===== config.mk =====
export PLATFORM = sky130hd
export DESIGN_NAME = victim_select
export DESIGN_NICKNAME = d
export VERILOG_FILES = /design/src/hdl/dcache_pkg.sv /design/src/hdl/victim_select.sv
export SDC_FILE = /design/constraint.sdc
export NUM_CORES = 1
export LEC_CHECK = 0
export BUFFER_PORTS_ARGS = -buffer_cell sky130_fd_sc_hd__buf_2
export CAP_MARGIN = 20
export CORE_AREA = 3 3 40 42
export DETAILED_ROUTE_END_ITERATION = 8
export DIE_AREA = 0 0 43 45
export PLACE_DENSITY_LB_ADDON = 0.12
export SKIP_CTS_REPAIR_TIMING = 1
export SLEW_MARGIN = 5
export SYNTH_ARGS = -nofsm -noshare
export SYNTH_HDL_FRONTEND = slang
export SYNTH_SLANG_ARGS = --single-unit

===== constraint.sdc =====
create_clock -name clk_i -period 1.65 [get_ports clk_i]
set_input_delay 0 -clock clk_i [delete_from_list [all_inputs] [get_ports clk_i]]
set_output_delay 0 -clock clk_i [all_outputs]
set_load 0.005 [all_outputs]

===== src/hdl/dcache_pkg.sv =====
package dcache_pkg;

    // Address and data sizes
    localparam int ADDR_W          = 32;
    localparam int DATA_W          = 32;
    localparam int BLOCK_W         = 128;
    localparam int WORDS_PER_BLOCK = BLOCK_W / DATA_W;

    // Address split
    localparam int OFFSET_W = 4;
    localparam int SET_W    = 4;
    localparam int TAG_W    = ADDR_W - SET_W - OFFSET_W;

    // Organization
    localparam int SETS  = 16;
    localparam int WAYS  = 4;
    localparam int WAY_W = 2;

    // Controller states
    localparam int STATE_W = 3;

    localparam logic [STATE_W-1:0] ST_IDLE      = 3'd0;
    localparam logic [STATE_W-1:0] ST_LOOKUP    = 3'd1;
    localparam logic [STATE_W-1:0] ST_RESPOND   = 3'd2;
    localparam logic [STATE_W-1:0] ST_WB_REQ    = 3'd3;
    localparam logic [STATE_W-1:0] ST_FILL_REQ  = 3'd4;
    localparam logic [STATE_W-1:0] ST_FILL_WAIT = 3'd5;

    // Byte address seen either as one word or as its cache fields
    typedef union packed {
        logic [ADDR_W-1:0] raw;
        struct packed {
            logic [TAG_W-1:0]    tag;
            logic [SET_W-1:0]    set;
            logic [OFFSET_W-1:0] offset;
        } f;
    } cache_addr_u;

endpackage


===== src/hdl/victim_select.sv =====
`timescale 1ns/100ps

module victim_select
    import dcache_pkg::*;
(
    input  logic             clk_i,
    input  logic             rstn_i,
    input  logic [WAYS-1:0]  valid_mask_i,
    input  logic             adv_i,
    output logic [WAY_W-1:0] victim_way_o
);

    logic [WAY_W-1:0] ptr_r;
    logic             any_invalid;

    assign any_invalid = ~&valid_mask_i;

    // Lowest invalid way first, round-robin pointer once the set is full
    always_comb begin
        victim_way_o = ptr_r;
        if (any_invalid) begin
            for (int i = WAYS - 1; i >= 0; i--) begin
                if (!valid_mask_i[i]) begin
                    victim_way_o = WAY_W'(i);
                end
            end
        end
    end

    // One pointer shared by every set
    always_ff @(posedge clk_i) begin
        if (!rstn_i) begin
            ptr_r <= '0;
        end else if (adv_i) begin
            if (ptr_r == WAY_W'(WAYS - 1)) begin
                ptr_r <= '0;
            end else begin
                ptr_r <= ptr_r + 1'b1;
            end
        end
    end

endmodule


==> results.tsv <==
metric	value	unit
WL/cell	8.30	um
detailed placement HPWL	255	um
Largest register FFs	2	
Tot GR Track Use	0.0432	
Slew Limit Fails	0	
critical path launch point type	flip-flop	
Worst-Margin Slew	127	ps
Clock Latency Late Sink	230	ps
CP endpoint kind	output port	
initial core utilization	0.100	
fin crit period	985	ps
mapped cell area	129	um^2
ranking of synthesized cells by area	dfxtp_1 (31%), ha_1 (9.7%), nor2b_1 (9.7%)	
Non-Filler Instances	40	
Synth Area in XOR/XNOR	0	
WP data required	1650	ps
Max Cap Viol	0	
Chip Width	43	um
Syn-to-layout area delta	63.1	%
Critical-path top delay cell	dfxtp_1	
Seq cells post-synth	2	
CP top delay family	flip-flops	
initial antenna violation count	0	
synthesis warning total	0	
LEAKAGE	0.104	nW
RSZ-0062 raised after global routing	false	
end of the critical path	victim_way_o[0]	
worst hold path class	input pin to flip-flop	
first-pass GRT wire length	531	um
NetSw	0.0449	mW
R2R Path End	ptr_r[1]	
sequential share of the synthesized area	0.311	
reg2reg start	ptr_r[0]	
violated checks	hold timing	
maximum buffer depth of the clock tree	2	
Post-Route WL	332	um
hold_ws	-3.25	ps
initial drt markers	0	
internal power	0.150	mW
Mapped Cells	14	
setup TNS	0	ps
Antenna diodes	0	
routed vias	135	
area leader, netlist	dfxtp_1	
fillcell total	146	
WP data arrival	990	ps
post-synthesis simple-gate area fraction	0.379	
final antenna-violating net count	0	
clock tree root driver cell	clkbuf_4	
switching share of power	0.230	
Most flops, register	ptr_r	
Die Height	45	um
VDD IR max	0.000287	V
Logic pwr share	0.145	
Via density	3.38	
crit path from	ptr_r[0]	
clock power share	0.568	
crit-path cells	nand3b_1 > and3_1 > buf_2	
detailed-route DRC error count	0	
worst rel slew slack	0.913	
number of clock sinks	2	
FMAX	1.01	GHz
Worst Path Buf+Inv	1	
FP Rows	13	
vias in the first global route	127	
Syn Nets	22	
Top Registers	ptr_r x2	
top-area cell type share of the netlist area	0.311	
WS Path Type	flip-flop to output port	
CTS tree	yes	
Nets	35	
adder-cell share of the synthesized area	0.0971	
Design Area, Final	210	um^2
Max Clock Skew	3.44	ps
cell count along the critical path	3	
GR Overflow Total	0	
pin count of the biggest net entering global routing	5	
pwr dens	929	nW/um^2
Die ar.	1940	um^2
Sequential Power Share	0.287	
Netlist cell types	12	
core box area	1280	um^2
mux cell area share after synthesis	0.0777	
clk slew on worst S/H paths	30	ps
cells on worst reg2reg path	3	
hold_sp	rstn_i	
# port buffers	8	
endpoints failing setup	0	
largest family of logic cells by synthesized area	simple AND/OR/NAND/NOR gates	
worst reg-to-reg setup slack	730	ps
io pins	9	
First-pass DRT Iterations	1	
Worst path max stage delay	330	ps
Design Power	0.195	mW
GP Congestion	0.633	
status	finished with violations	
number of CTS-inserted buffers	3	
CP Max Fanout	4	
Synth Area in Compound Gates	0.107	
layout cell share with drive strength beyond 1	0.480	
Hold Vio Cnt, Final	1	
DP Area	188	um^2
crit share post-route	0.597	
H-tree levels	1	
dpl cells	37	
mean post-synth cell area	9.21	um^2
metrics by stage:
step | worst slack, ps | util
2_1_floorplan | 776 | -
3_3_place_gp | 705 | 0.146
3_5_place_dp | 696 | 0.146
4_1_cts | 645 | 0.164
5_1_grt | 596 | 0.164
6_report | 665 | 0.164
cells in the final DEF (no fill, tap or decap), drive strengths merged:
master	n
nor2b	2
nand3b	1
and3	1
nand2	1
dfxtp	2
ha	1
nor3b	1
buf	8
a31oi	1
o21a	1
clkbuf	3
inv	1
mux2i	1
nand2b	1
area by class of cell:
cell class / instances / area [um^2] / area share
clock buffer: 3 / 22.5 / 0.107
inverter: 1 / 3.75 / 0.0179
multi-input combinational: 11 / 85.1 / 0.405
sequential: 2 / 40.0 / 0.190
tap: 15 / 18.8 / 0.0893
timing repair buffer: 8 / 40.0 / 0.190
cells in the mapped netlist:
cell type / n
dfxtp_1: 2
nor2b_1: 2
a31oi_1: 1
and3_1: 1
ha_1: 1
inv_1: 1
mux2i_1: 1
nand2_1: 1
nand2b_1: 1
nand3b_1: 1
nor3b_2: 1
o21a_1: 1
power groups by stage:
stage	logic (mW)	registers, mW	clock network [mW]
5_1_grt	0.0327	0.0569	0.125
3_3_place_gp	0.0284	0.0570	0
3_5_place_dp	0.0292	0.0569	0
6_report	0.0283	0.0560	0.111
4_1_cts	0.0291	0.0562	0.121
2_1_floorplan	0.0150	0.0558	0
layer usage:
layer  wire length, um  GRT usage
met3                55     0.0438
met4                 0     0.0542
met5                 0          0
met2               126     0.0359
met1               150     0.0480
worst min path at each step:
| stage | to | cells after the start | slack (ps) |
|---|---|---|---|
| 3_5_place_dp | ptr_r[0] | 2 | 230 |
| 3_3_place_gp | ptr_r[0] | 2 | 230 |
| 2_1_floorplan | victim_way_o[1] | 2 | 70 |
| 6_report | ptr_r[0] | 2 | -3 |
| 4_1_cts | ptr_r[0] | 2 | -7 |
| 5_1_grt | ptr_r[0] | 2 | 6 |
kinds of logic after synthesis:
| logic type | count (synthesis) |
|---|---|
| AO/OA/AOI/OAI | 2 |
| adder cells (fa/ha/maj) | 1 |
| buffers and inverters | 1 |
| flip-flops | 2 |
| multiplexers | 1 |
| AND/OR/NAND/NOR | 7 |
(Power assumes the default switching activity.)
