--- src/hdl/dcache_pkg.sv ---
package dcache_pkg;

    // Address and data sizes
    localparam int ADDR_W          = 32;
    localparam int DATA_W          = 32;
    localparam int BLOCK_W         = 128;
    localparam int WORDS_PER_BLOCK = BLOCK_W / DATA_W;

    // Address split
    localparam int OFFSET_W = 4;
    localparam int SET_W    = 4;
    localparam int TAG_W    = ADDR_W - SET_W - OFFSET_W;

    // Organization
    localparam int SETS  = 16;
    localparam int WAYS  = 4;
    localparam int WAY_W = 2;

    // Controller states
    localparam int STATE_W = 3;

    localparam logic [STATE_W-1:0] ST_IDLE      = 3'd0;
    localparam logic [STATE_W-1:0] ST_LOOKUP    = 3'd1;
    localparam logic [STATE_W-1:0] ST_RESPOND   = 3'd2;
    localparam logic [STATE_W-1:0] ST_WB_REQ    = 3'd3;
    localparam logic [STATE_W-1:0] ST_FILL_REQ  = 3'd4;
    localparam logic [STATE_W-1:0] ST_FILL_WAIT = 3'd5;

    // Byte address seen either as one word or as its cache fields
    typedef union packed {
        logic [ADDR_W-1:0] raw;
        struct packed {
            logic [TAG_W-1:0]    tag;
            logic [SET_W-1:0]    set;
            logic [OFFSET_W-1:0] offset;
        } f;
    } cache_addr_u;

endpackage

--- src/hdl/tag_store.sv ---
`timescale 1ns/100ps

module tag_store
    import dcache_pkg::*;
(
    input  logic             clk_i,
    input  logic             rstn_i,
    input  cache_addr_u      addr_i,
    input  logic [WAY_W-1:0] way_i,
    input  logic             tag_we_i,
    input  logic             dirty_set_i,

    output logic             hit_o,
    output logic [WAY_W-1:0] hit_way_o,
    output logic [WAYS-1:0]  valid_mask_o,
    output logic [WAYS-1:0]  dirty_mask_o,
    output logic [TAG_W-1:0] sel_tag_o
);

    logic [TAG_W-1:0] tag_mem [0:SETS-1][0:WAYS-1];
    logic [WAYS-1:0]  valid_r [0:SETS-1];
    logic [WAYS-1:0]  dirty_r [0:SETS-1];

    assign valid_mask_o = valid_r[addr_i.f.set];
    assign dirty_mask_o = dirty_r[addr_i.f.set];
    assign sel_tag_o    = tag_mem[addr_i.f.set][way_i];

    // At most one valid way of a set can hold a given tag
    always_comb begin
        hit_o     = 1'b0;
        hit_way_o = '0;
        for (int i = 0; i < WAYS; i++) begin
            if (valid_mask_o[i] && (tag_mem[addr_i.f.set][i] == addr_i.f.tag)) begin
                hit_o     = 1'b1;
                hit_way_o = WAY_W'(i);
            end
        end
    end

    always_ff @(posedge clk_i) begin
        if (tag_we_i) begin
            tag_mem[addr_i.f.set][way_i] <= addr_i.f.tag;
        end
    end

    // A refill leaves the block clean, a word write marks it dirty
    always_ff @(posedge clk_i) begin
        if (!rstn_i) begin
            for (int s = 0; s < SETS; s++) begin
                valid_r[s] <= '0;
                dirty_r[s] <= '0;
            end
        end else if (tag_we_i) begin
            valid_r[addr_i.f.set][way_i] <= 1'b1;
            dirty_r[addr_i.f.set][way_i] <= 1'b0;
        end else if (dirty_set_i) begin
            dirty_r[addr_i.f.set][way_i] <= 1'b1;
        end
    end

endmodule

--- config.mk ---
export PLATFORM = sky130hd
export DESIGN_NAME = tag_store
export DESIGN_NICKNAME = d
export VERILOG_FILES = /design/src/hdl/dcache_pkg.sv /design/src/hdl/tag_store.sv
export SDC_FILE = /design/constraint.sdc
export NUM_CORES = 2
export LEC_CHECK = 0
export BUFFER_PORTS_ARGS = -buffer_cell sky130_fd_sc_hd__buf_2
export CAP_MARGIN = 20
export CORE_UTILIZATION = 35
export DETAILED_ROUTE_END_ITERATION = 8
export PLACE_DENSITY = 0.6
export SETUP_SLACK_MARGIN = 0.3
export SYNTH_ARGS = -nofsm -noshare
export SYNTH_HDL_FRONTEND = slang
export SYNTH_SLANG_ARGS = --single-unit
--- constraint.sdc ---
create_clock -name clk_i -period 4.63 [get_ports clk_i]
set_clock_uncertainty 0.1 [all_clocks]
set_input_delay 0.926 -clock clk_i [delete_from_list [all_inputs] [get_ports clk_i]]
set_output_delay 0.926 -clock clk_i [all_outputs]
set_load 0.02 [all_outputs]
==> results.json <==
{
  "syn-num-nets": 3638,
  "finalNonFillerCells": 7271,
  "min_period_ps": 5180,
  "status": "finished, violations left",
  "synth_cell_type_count": 72,
  "crit_arrival_ps": 4150,
  "vias": 41094,
  "ant_nets": 0,
  "maxCapViolations": 0,
  "violations": "negative setup slack",
  "synth-edff-count": 1600,
  "cp-end-kind": "primary output",
  "synth_area_per_cell_um2": 19.1,
  "gr-total-overflow": 0,
  "cp.required_ps": 3600,
  "coreArea_mm2": 0.195,
  "cts_buffer_depth": 3,
  "cp-start-kind": "primary input",
  "synth_warnings": 0,
  "reg2reg_to": "valid_r[5][2]$_DFF_P_",
  "port_buffers": 68,
  "min_path_cells": 1,
  "htreeDepth": 4,
  "placed_area_mm2": 0.0785,
  "grt_max_degree": 81,
  "cts_tree": "done",
  "peakVddDrop_mv": 0.429,
  "vias_per_cell": 5.65,
  "fmax_mhz": 193,
  "min_path_type": "reg2reg",
  "rows": 162,
  "drv_slew": 0,
  "drc_errors": 0,
  "antenna_found_initial": 10,
  "setup.worst_path.class": "in2out",
  "setup_violations": 18,
  "crit_fanout": 9,
  "post_synth_instance_area_mm2": 0.0688,
  "ff2ff_setup_slack_ps": 3920,
  "start_util_pct": 35.3,
  "place_hpwl_mm": 155,
  "first_iter_violations": 5641,
  "insertion_delay_ps": 830,
  "first_pass_iters": 5,
  "startpoint": "addr_i[5]",
  "clk_pin_slew_worst_paths_ps": 60,
  "fin_area_mm2": 0.0869,
  "die-width_um": 445,
  "grt_usage_pct": 23.0,
  "cp-endpoint": "hit_o",
  "synth_top_area_share_pct": 69.8,
  "hold_violations": 0,
  "cellPowerDensity_mw_per_mm2": 393,
  "pin_count": 73,
  "synthTopCellsByArea": "edfxtp_1 70%, mux4_2 12%, mux2i_1 4.1%, dfxtp_1 1.9%, xnor2_1 1.0%",
  "placedCellCount": 6846,
  "routed_wl_mm": 231,
  "dieHeight_um": 445,
  "areaGrowthSynthToFinish_pct": 26.3,
  "final_layout_size_suffix_gt1_share_pct": 40.8,
  "setup_slack_ps": -547,
  "cts.sinks": 1664,
  "cts_hold_buf": 0,
  "nNetsFinal": 4537,
  "syn_inst": 3600,
  "rr_startpoint": "valid_r[5][2]$_DFF_P_",
  "rsz0062_at_grt": "true",
  "ys.flop_type": "edfxtp_1",
  "grt_pass1_wl_mm": 318,
  "synth-seq-cells": 1664,
  "p_leak_nw": 29.5,
  "slew_headroom_pct": 32.1,
  "root_buffer": "clkbuf_16",
  "die-area_mm2": 0.198,
  "gp_congestion": 0.957,
  "async_reset_ff_share_pct": 0,
  "worstMarginPinSlew_ps": 1020,
  "grt_pass1_vias": 40370,
  "wl_per_cell_um": 31.8,
  "ys_seq_area_share_pct": 71.7,
  "synth_area_leader_cell": "edfxtp_1",
  "cts_made_buffers": 175,
  "worstRegToRegCells": 1,
  "fin_crit_sh_pct": 112
}
-- per-layer routing --
metal	global-route usage [%]	vias to the layer above	share of wire, %
li1	-	16607	-
met1	31.6	21850	40
met2	35.2	2155	45
met3	4.54	482	9.0
met4	11.0	0	5.1
met5	0	-	0
-- placed cells by master (no fill, tap or decap), types with 10 or more instances in the layout --
| cell | count |
|---|---|
| edfxtp_1 | 1600 |
| buf_4 | 707 |
| mux4_2 | 380 |
| mux2i_1 | 258 |
| clkbuf_16 | 177 |
| nand2_1 | 153 |
| nor2_1 | 103 |
| buf_12 | 102 |
| xnor2_1 | 78 |
| buf_6 | 75 |
| a22oi_1 | 66 |
| o21a_1 | 65 |
| or3b_2 | 64 |
| dfxtp_1 | 64 |
| nor2_4 | 50 |
| a21oi_1 | 37 |
| o21ai_0 | 36 |
| clkbuf_1 | 36 |
| clkinv_1 | 34 |
| clkinv_2 | 29 |
| buf_2 | 29 |
| o22ai_1 | 24 |
| mux2_2 | 22 |
| nor2_2 | 21 |
| clkbuf_8 | 18 |
| a22oi_2 | 17 |
| buf_16 | 16 |
| xor2_1 | 15 |
| o21ai_1 | 14 |
| a221oi_1 | 14 |
| nand3_1 | 14 |
| mux2i_2 | 14 |
| nand2_2 | 13 |
| mux4_1 | 12 |
| inv_1 | 12 |
| a211oi_1 | 12 |
| buf_8 | 12 |
| bufinv_16 | 11 |
| a31oi_1 | 10 |
| nand4_1 | 10 |
-- critical path: stages --
cell and delay [ps]:
buf_12 110, buf_16 170, buf_4 150, buf_16 140
buf_4 120, buf_4 130, buf_12 130, mux2i_4 250
nand2_1 100, a32oi_2 230, a31oi_2 160, or3b_4 440
nor4_4 320, o2111ai_4 200, buf_6 200, o2111ai_4 170
buf_6 170
-- repair_timing --
| item | 4_1_cts | 5_1_grt |
|---|---|---|
| cloned | 6 | 1 |
| gates resized for setup | 263 | 99 |
| buffers inserted | 68 | 25 |
| endpoints found under the setup margin | 28 | 28 |
| pin swaps | 32 | 23 |
-- stage by stage --
stage                     power (mW)  TNS [ps]  hold WS (ps)  utilization, %  setup WS [ps]
after floorplan                 18.3         0           332               -            235
after global placement          20.0     -7630           339            40.3           -887
after detailed placement        20.1     -7700           346            40.3           -893
after CTS                       34.2     -2150           344            44.2           -489
after global routing            34.9     -3240           364            44.5           -626
final                           34.2     -2780           357            44.6           -547
-- area by class of cell --
| class | instances | area (um^2) |
|---|---|---|
| fill | 16957 | 108000 |
| sequential | 1664 | 49300 |
| multi-input combinational | 1689 | 19300 |
| timing repair buffer | 945 | 9080 |
| clock buffer | 230 | 4790 |
| tap | 2624 | 3280 |
| clock inverter | 93 | 941 |
| inverter | 24 | 110 |
| antenna | 2 | 5.00 |
-- cell families (layout without fill, tap and decap cells) --
| logic type | after synthesis | after routing | share of synthesized area, % |
|---|---|---|---|
| DFF | 1664 | 1664 | 71.7 |
| muxes | 698 | 698 | 17.4 |
| and+or+nand+nor | 480 | 480 | 3.33 |
| AOI/OAI and AO/OA | 415 | 415 | 4.27 |
| buffers and inverters | 247 | 1292 | 2.05 |
| xor gates and xnor gates | 96 | 96 | 1.22 |
| other | 0 | 2 | 0 |
-- Yosys cell counts, types with 8 or more instances --
library cell,n
mux4_2,377
o22ai_1,26
and2_1,8
nand4_1,10
buf_6,31
mux2i_1,279
buf_1,15
o221ai_1,9
dfxtp_1,64
nor3_1,9
a22oi_1,83
xnor2_1,81
a31oi_1,13
nand3_1,16
nor2_1,174
or3b_2,65
buf_4,38
o21ai_0,56
nand2_1,169
a211oi_1,20
buf_2,59
edfxtp_1,1600
xor2_1,15
o21a_1,65
inv_1,12
a21oi_1,51
clkinv_1,8
a221oi_1,22
mux4_1,15
mux2_2,26
clkbuf_1,77
-- where the power goes --
part / internal (mW) / leakage, nW / switching [mW]
Sequential: 16.6 / 14.9 / 0.0327
Clock: 7.96 / 2.81 / 6.05
Combinational: 1.49 / 11.8 / 2.00
Total: 26.1 / 29.5 / 8.09
-- worst min-delay path by stage --
stage,start,endpoint
6_report,valid_r[11][0]$_DFF_P_,valid_r[11][0]$_DFF_P_
5_1_grt,addr_i[27],tag_mem[4][91]$_DFFE_PP_
4_1_cts,addr_i[27],tag_mem[4][91]$_DFFE_PP_
3_5_place_dp,valid_r[13][3]$_DFF_P_,valid_r[13][3]$_DFF_P_
3_3_place_gp,valid_r[2][2]$_DFF_P_,valid_r[2][2]$_DFF_P_
2_1_floorplan,valid_r[13][2]$_DFF_P_,valid_r[13][2]$_DFF_P_
-- registers in the layout, summed over array words and instances (netlist names) --
name     flops
tag_mem   1536
valid_r     64
dirty_r     64
No activity file was read; power rests on OpenSTA's default activity.
