## config.mk

```make
export PLATFORM = sky130hd
export DESIGN_NAME = dcache_fsm
export DESIGN_NICKNAME = d
export VERILOG_FILES = /design/src/hdl/dcache_pkg.sv /design/src/hdl/dcache_fsm.sv
export SDC_FILE = /design/constraint.sdc
export NUM_CORES = 1
export LEC_CHECK = 0
export ABC_CLOCK_PERIOD_IN_PS = 2600
export BUFFER_PORTS_ARGS = -buffer_cell sky130_fd_sc_hd__clkbuf_2
export CAP_MARGIN = 20
export CELL_PAD_IN_SITES_DETAIL_PLACEMENT = 1
export CELL_PAD_IN_SITES_GLOBAL_PLACEMENT = 1
export CORE_MARGIN = 8
export CORE_UTILIZATION = 28
export CTS_CLUSTER_DIAMETER = 200
export DETAILED_ROUTE_END_ITERATION = 10
export GPL_ROUTABILITY_DRIVEN = 1
export PLACE_DENSITY = 0.78
export RECOVER_POWER = 25
export SYNTH_ARGS = -nofsm -noshare
export SYNTH_HDL_FRONTEND = slang
export SYNTH_SLANG_ARGS = --single-unit
```

## constraint.sdc

```tcl
create_clock -name clk_i -period 2.6 [get_ports clk_i]
set_clock_uncertainty 0.1 [all_clocks]
set_input_delay 0.13 -clock clk_i [delete_from_list [all_inputs] [get_ports clk_i]]
set_output_delay 0.13 -clock clk_i [all_outputs]
set_load 0.02 [all_outputs]
```

## src/hdl/dcache_pkg.sv

```systemverilog
package dcache_pkg;

    // Address and data sizes
    localparam int ADDR_W          = 32;
    localparam int DATA_W          = 32;
    localparam int BLOCK_W         = 128;
    localparam int WORDS_PER_BLOCK = BLOCK_W / DATA_W;

    // Address split
    localparam int OFFSET_W = 4;
    localparam int SET_W    = 4;
    localparam int TAG_W    = ADDR_W - SET_W - OFFSET_W;

    // Organization
    localparam int SETS  = 16;
    localparam int WAYS  = 4;
    localparam int WAY_W = 2;

    // Controller states
    localparam int STATE_W = 3;

    localparam logic [STATE_W-1:0] ST_IDLE      = 3'd0;
    localparam logic [STATE_W-1:0] ST_LOOKUP    = 3'd1;
    localparam logic [STATE_W-1:0] ST_RESPOND   = 3'd2;
    localparam logic [STATE_W-1:0] ST_WB_REQ    = 3'd3;
    localparam logic [STATE_W-1:0] ST_FILL_REQ  = 3'd4;
    localparam logic [STATE_W-1:0] ST_FILL_WAIT = 3'd5;

    // Byte address seen either as one word or as its cache fields
    typedef union packed {
        logic [ADDR_W-1:0] raw;
        struct packed {
            logic [TAG_W-1:0]    tag;
            logic [SET_W-1:0]    set;
            logic [OFFSET_W-1:0] offset;
        } f;
    } cache_addr_u;

endpackage

```

## src/hdl/dcache_fsm.sv

```systemverilog
`timescale 1ns/100ps

module dcache_fsm
    import dcache_pkg::*;
(
    input  logic              clk_i,
    input  logic              rstn_i,

    input  logic [ADDR_W-1:0] req_addr_i,
    input  logic              req_valid_i,
    input  logic              req_write_i,
    input  logic [DATA_W-1:0] req_wdata_i,
    output logic              req_ready_o,

    output logic [DATA_W-1:0] rsp_data_o,
    output logic              rsp_valid_o,
    input  logic              rsp_ready_i,

    output logic [ADDR_W-1:0] bus_addr_o,
    output logic              bus_valid_o,
    input  logic              bus_ready_i,
    output logic              bus_write_o,
    input  logic              bus_rvalid_i,
    output logic              bus_rready_o,

    input  logic              hit_i,
    input  logic [WAY_W-1:0]  hit_way_i,
    input  logic [WAY_W-1:0]  victim_way_i,
    input  logic              victim_dirty_i,
    input  logic              victim_valid_i,
    input  logic [TAG_W-1:0]  victim_tag_i,
    input  logic [DATA_W-1:0] rd_word_i,

    output cache_addr_u       req_addr_o,
    output logic [WAY_W-1:0]  fill_way_o,
    output logic              tag_we_o,
    output logic              fill_we_o,
    output logic              word_we_o,
    output logic [DATA_W-1:0] wr_word_o,
    output logic              victim_adv_o
);

    logic [STATE_W-1:0] state_r;
    logic [STATE_W-1:0] state_ns;

    cache_addr_u        addr_r;
    logic               write_r;
    logic [DATA_W-1:0]  wdata_r;
    logic [DATA_W-1:0]  rsp_data_r;
    logic [WAY_W-1:0]   fill_way_r;
    cache_addr_u        bus_addr;

    logic               accept;
    logic               lookup_miss;

    assign accept      = req_valid_i && req_ready_o;
    assign lookup_miss = (state_r == ST_LOOKUP) && !hit_i;

    assign req_ready_o  = (state_r == ST_IDLE);
    assign rsp_valid_o  = (state_r == ST_RESPOND);
    assign rsp_data_o   = rsp_data_r;
    assign bus_valid_o  = (state_r == ST_WB_REQ) || (state_r == ST_FILL_REQ);
    assign bus_write_o  = (state_r == ST_WB_REQ);
    assign bus_rready_o = (state_r == ST_FILL_WAIT);

    assign req_addr_o = addr_r;
    assign wr_word_o  = wdata_r;

    // Lookup works on the hit way, every other access on the frozen victim
    assign fill_way_o = (state_r == ST_LOOKUP) ? hit_way_i : fill_way_r;

    // Write-back goes to the victim's own block, refill to the requested one
    always_comb begin
        bus_addr.f.tag    = (state_r == ST_WB_REQ) ? victim_tag_i : addr_r.f.tag;
        bus_addr.f.set    = addr_r.f.set;
        bus_addr.f.offset = '0;
        bus_addr_o        = bus_addr.raw;
    end

    always_comb begin
        state_ns     = state_r;
        tag_we_o     = 1'b0;
        fill_we_o    = 1'b0;
        word_we_o    = 1'b0;
        victim_adv_o = 1'b0;

        case (state_r)
            ST_IDLE: begin
                if (accept) begin
                    state_ns = ST_LOOKUP;
                end
            end
            ST_LOOKUP: begin
                if (hit_i && write_r) begin
                    word_we_o = 1'b1;
                    state_ns  = ST_IDLE;
                end else if (hit_i) begin
                    state_ns = ST_RESPOND;
                end else begin
                    // Pointer moves only when a valid block is displaced
                    victim_adv_o = victim_valid_i;
                    if (victim_valid_i && victim_dirty_i) begin
                        state_ns = ST_WB_REQ;
                    end else begin
                        state_ns = ST_FILL_REQ;
                    end
                end
            end
            ST_RESPOND: begin
                if (rsp_ready_i) begin
                    state_ns = ST_IDLE;
                end
            end
            ST_WB_REQ: begin
                if (bus_ready_i) begin
                    state_ns = ST_FILL_REQ;
                end
            end
            ST_FILL_REQ: begin
                if (bus_ready_i) begin
                    state_ns = ST_FILL_WAIT;
                end
            end
            ST_FILL_WAIT: begin
                if (bus_rvalid_i) begin
                    tag_we_o  = 1'b1;
                    fill_we_o = 1'b1;
                    state_ns  = ST_LOOKUP;
                end
            end
            default: begin
                state_ns = ST_IDLE;
            end
        endcase
    end

    always_ff @(posedge clk_i) begin
        if (!rstn_i) begin
            state_r <= ST_IDLE;
        end else begin
            state_r <= state_ns;
        end
    end

    always_ff @(posedge clk_i) begin
        if (accept) begin
            addr_r.raw <= req_addr_i;
            write_r    <= req_write_i;
            wdata_r    <= req_wdata_i;
        end
        if ((state_r == ST_LOOKUP) && hit_i && !write_r) begin
            rsp_data_r <= rd_word_i;
        end
        if (lookup_miss) begin
            fill_way_r <= victim_way_i;
        end
    end

endmodule

```

==> results_dict.tcl <==
set metrics [dict create \
    maxCapViolations 0 \
    syn-cell-area_um2 3690 \
    ys.flop_type "edfxtp_1" \
    htreeDepth 3 \
    setup_viol 0 \
    core-area_um2 13100 \
    wirelength_um 14800 \
    ant_nets 0 \
    worstSetupPathType "reg -> out" \
    drc 0 \
    ys_top_cells_by_count "99 x edfxtp_1, 24 x mux2_2, 11 x buf_4, 4 x and2_1, 4 x inv_1" \
    synthCells 180 \
    vias 3111 \
    setup_slack_ps 446 \
    drt_first_pass_iters 4 \
    drt-initial-drc-count 85 \
    grt_pass1_wl_um 21000 \
    seqPwrFrac_pct 44.8 \
    synth_seq_cells 102 \
    cts_num_sinks 102 \
    die_area_um2 17100 \
    hold_path_class "in -> reg" \
    syn_area_per_cell_um2 20.5 \
    grt-ovfl-total 0 \
    hpwlAfterDp_um 10500 \
    finalCriticalPeriod_ps 2150 \
    fmax_ghz 0.464 \
    clockBufferDepth 2 \
    clockPowerShare_pct 32.7 \
    holdWs_ps 94.9 \
    relSlewSlack_pct 66.2 \
    p_per_area_nw_per_um2 729 \
    synth-seq-area-share_pct 82.1 \
    area_delta_synth_final_pct 76.6 \
    required_ps 2370 \
    combinationalPowerShare_pct 22.5 \
    drive_above_1_share_pct 56.0 \
    synth_edf_count 99 \
    synth.largest_area_cell "edfxtp_1" \
    layout.nets 686 \
    cts_tree "yes" \
    ios 273 \
    ys_warn_count 0 \
    grt_pass1_vias 3695 \
    worstPathMaxFanout 11 \
    placed_cell_area_um2 5180 \
    antenna_found_initial 2 \
    io_buffers 268 \
    outcome "completed" \
    grt_max_degree 39 \
    maxSlewViolCount 0 \
    cts_resized 0 \
    switching_power_mw 1.36 \
    intPower_mw 3.40 \
    die_h_um 131 \
    p_total_mw 4.76 \
    hold_viol_final 0 \
    power_leakage_nw 2.91 \
    wl_per_cell_um 20.1 \
    start_util_pct 28.2 \
    fin_tns_setup_ps 0 \
    place_congestion 0.771 \
    cts_buffers 9 \
    rsz0062_at_grt "no" \
    dp_slack_ps 543 \
    clock_latency_ps 340 \
    clk_pin_slew_ps 70 \
    ir_drop_mv 0.527 \
    crit_path_end_kind "output port" \
    cp-start-kind "flop" \
    rows 42 \
    synthTopCellsByArea "edfxtp_1 80%, mux2_2 7.3%, buf_4 2.2%" \
    synth_most_common_cell "edfxtp_1" \
    arrival_ps 1920 \
    worst_pin_slew_ps 507 \
    ff2ff_setup_slack_ps 500 \
    final_cell_area_um2 6530 \
    post-place-cells 617 \
    viasPerCell 4.23 \
    gr-usage-all-layers_pct 16.8 \
    min_period_over_period_pct 82.8 \
    layoutNonFillerInstCount 735 \
    clockRootBuffer "clkbuf_16" \
    synth_cell_types 31 \
    postCtsSetupRepairBufs 0 \
    synthArstFlopShare_pct 0 \
    synth_top_area_share_pct 80.5 \
    die_x_um 131 \
    final_util_pct 49.9 \
    switching_share_pct 28.5 \
]
power by group through the flow:
stage	combinational, mW	sequential [mW]	clock [mW]
floorplan	0.373	2.34	0
global placement	0.928	2.15	0
detailed placement	0.957	2.16	0
CTS	1.08	2.13	1.60
global route	1.14	2.15	1.65
finish	1.07	2.13	1.56
path summary, 6_finish.rpt:
check | from | to | cells after the start
worst max-delay path | state_r[0] | fill_way_o[0] | 4
worst min-delay path | victim_dirty_i | state_r[1] | 5
worst max register to register | state_r[0] | rsp_data_o[26] | 5
worst min register to register | state_r[2] | state_r[1] | 3
final cells by class:
cell class / count / area (um^2)
sequential: 102 / 3030
clock inverter: 7 / 119
fill: 1388 / 6560
clock buffer: 9 / 225
inverter: 4 / 15.0
timing repair buffer: 371 / 2360
tap: 176 / 220
antenna: 2 / 5.00
multi-input combinational: 64 / 553
registers in the layout, indices dropped and copies added, names as in the netlist:
name / count
write_r: 1
req_addr_o: 32
state_r: 3
fill_way_r: 2
rsp_data_o: 32
wr_word_o: 32
cells in the final DEF (no fill, tap or decap), types with 4 or more instances in the layout:
cell type        n
clkbuf_16        9
conb_1           4
mux2_2          24
clkbuf_2       261
edfxtp_1        99
inv_1            4
dlygate4sd3_1  100
clkbuf_1         7
cell families (layout without fill, tap and decap cells):
family	Yosys count	in the layout	synth area share, %
compound gates	9	9	1.66
simple gates	23	23	4.33
buf+inv	17	391	3.35
other cells	1	6	0.101
mux	28	28	8.47
flops	102	102	82.1
routing by layer:
metal / global-route usage [%] / wire length (um) / vias to the layer above
met4: 7.97 / 346 / 0
met1: 15.1 / 4680 / 1519
met2: 33.6 / 8670 / 142
li1: - / - / 1425
met5: 0 / 0 / -
met3: 4.83 / 1100 / 25
repair_timing:
item	4_1_cts	5_1_grt
endpoints found under the setup margin	0	0
hold buffers	100	0
endpoints found under the hold margin	102	0
worst max-delay path, stage by stage (launching register included):
cell and delay (ps):
dfxtp_1 570, nor2b_1 280, and2b_4 230, mux2_2 340, clkbuf_2 160
Power figures use the tool's default switching activity.
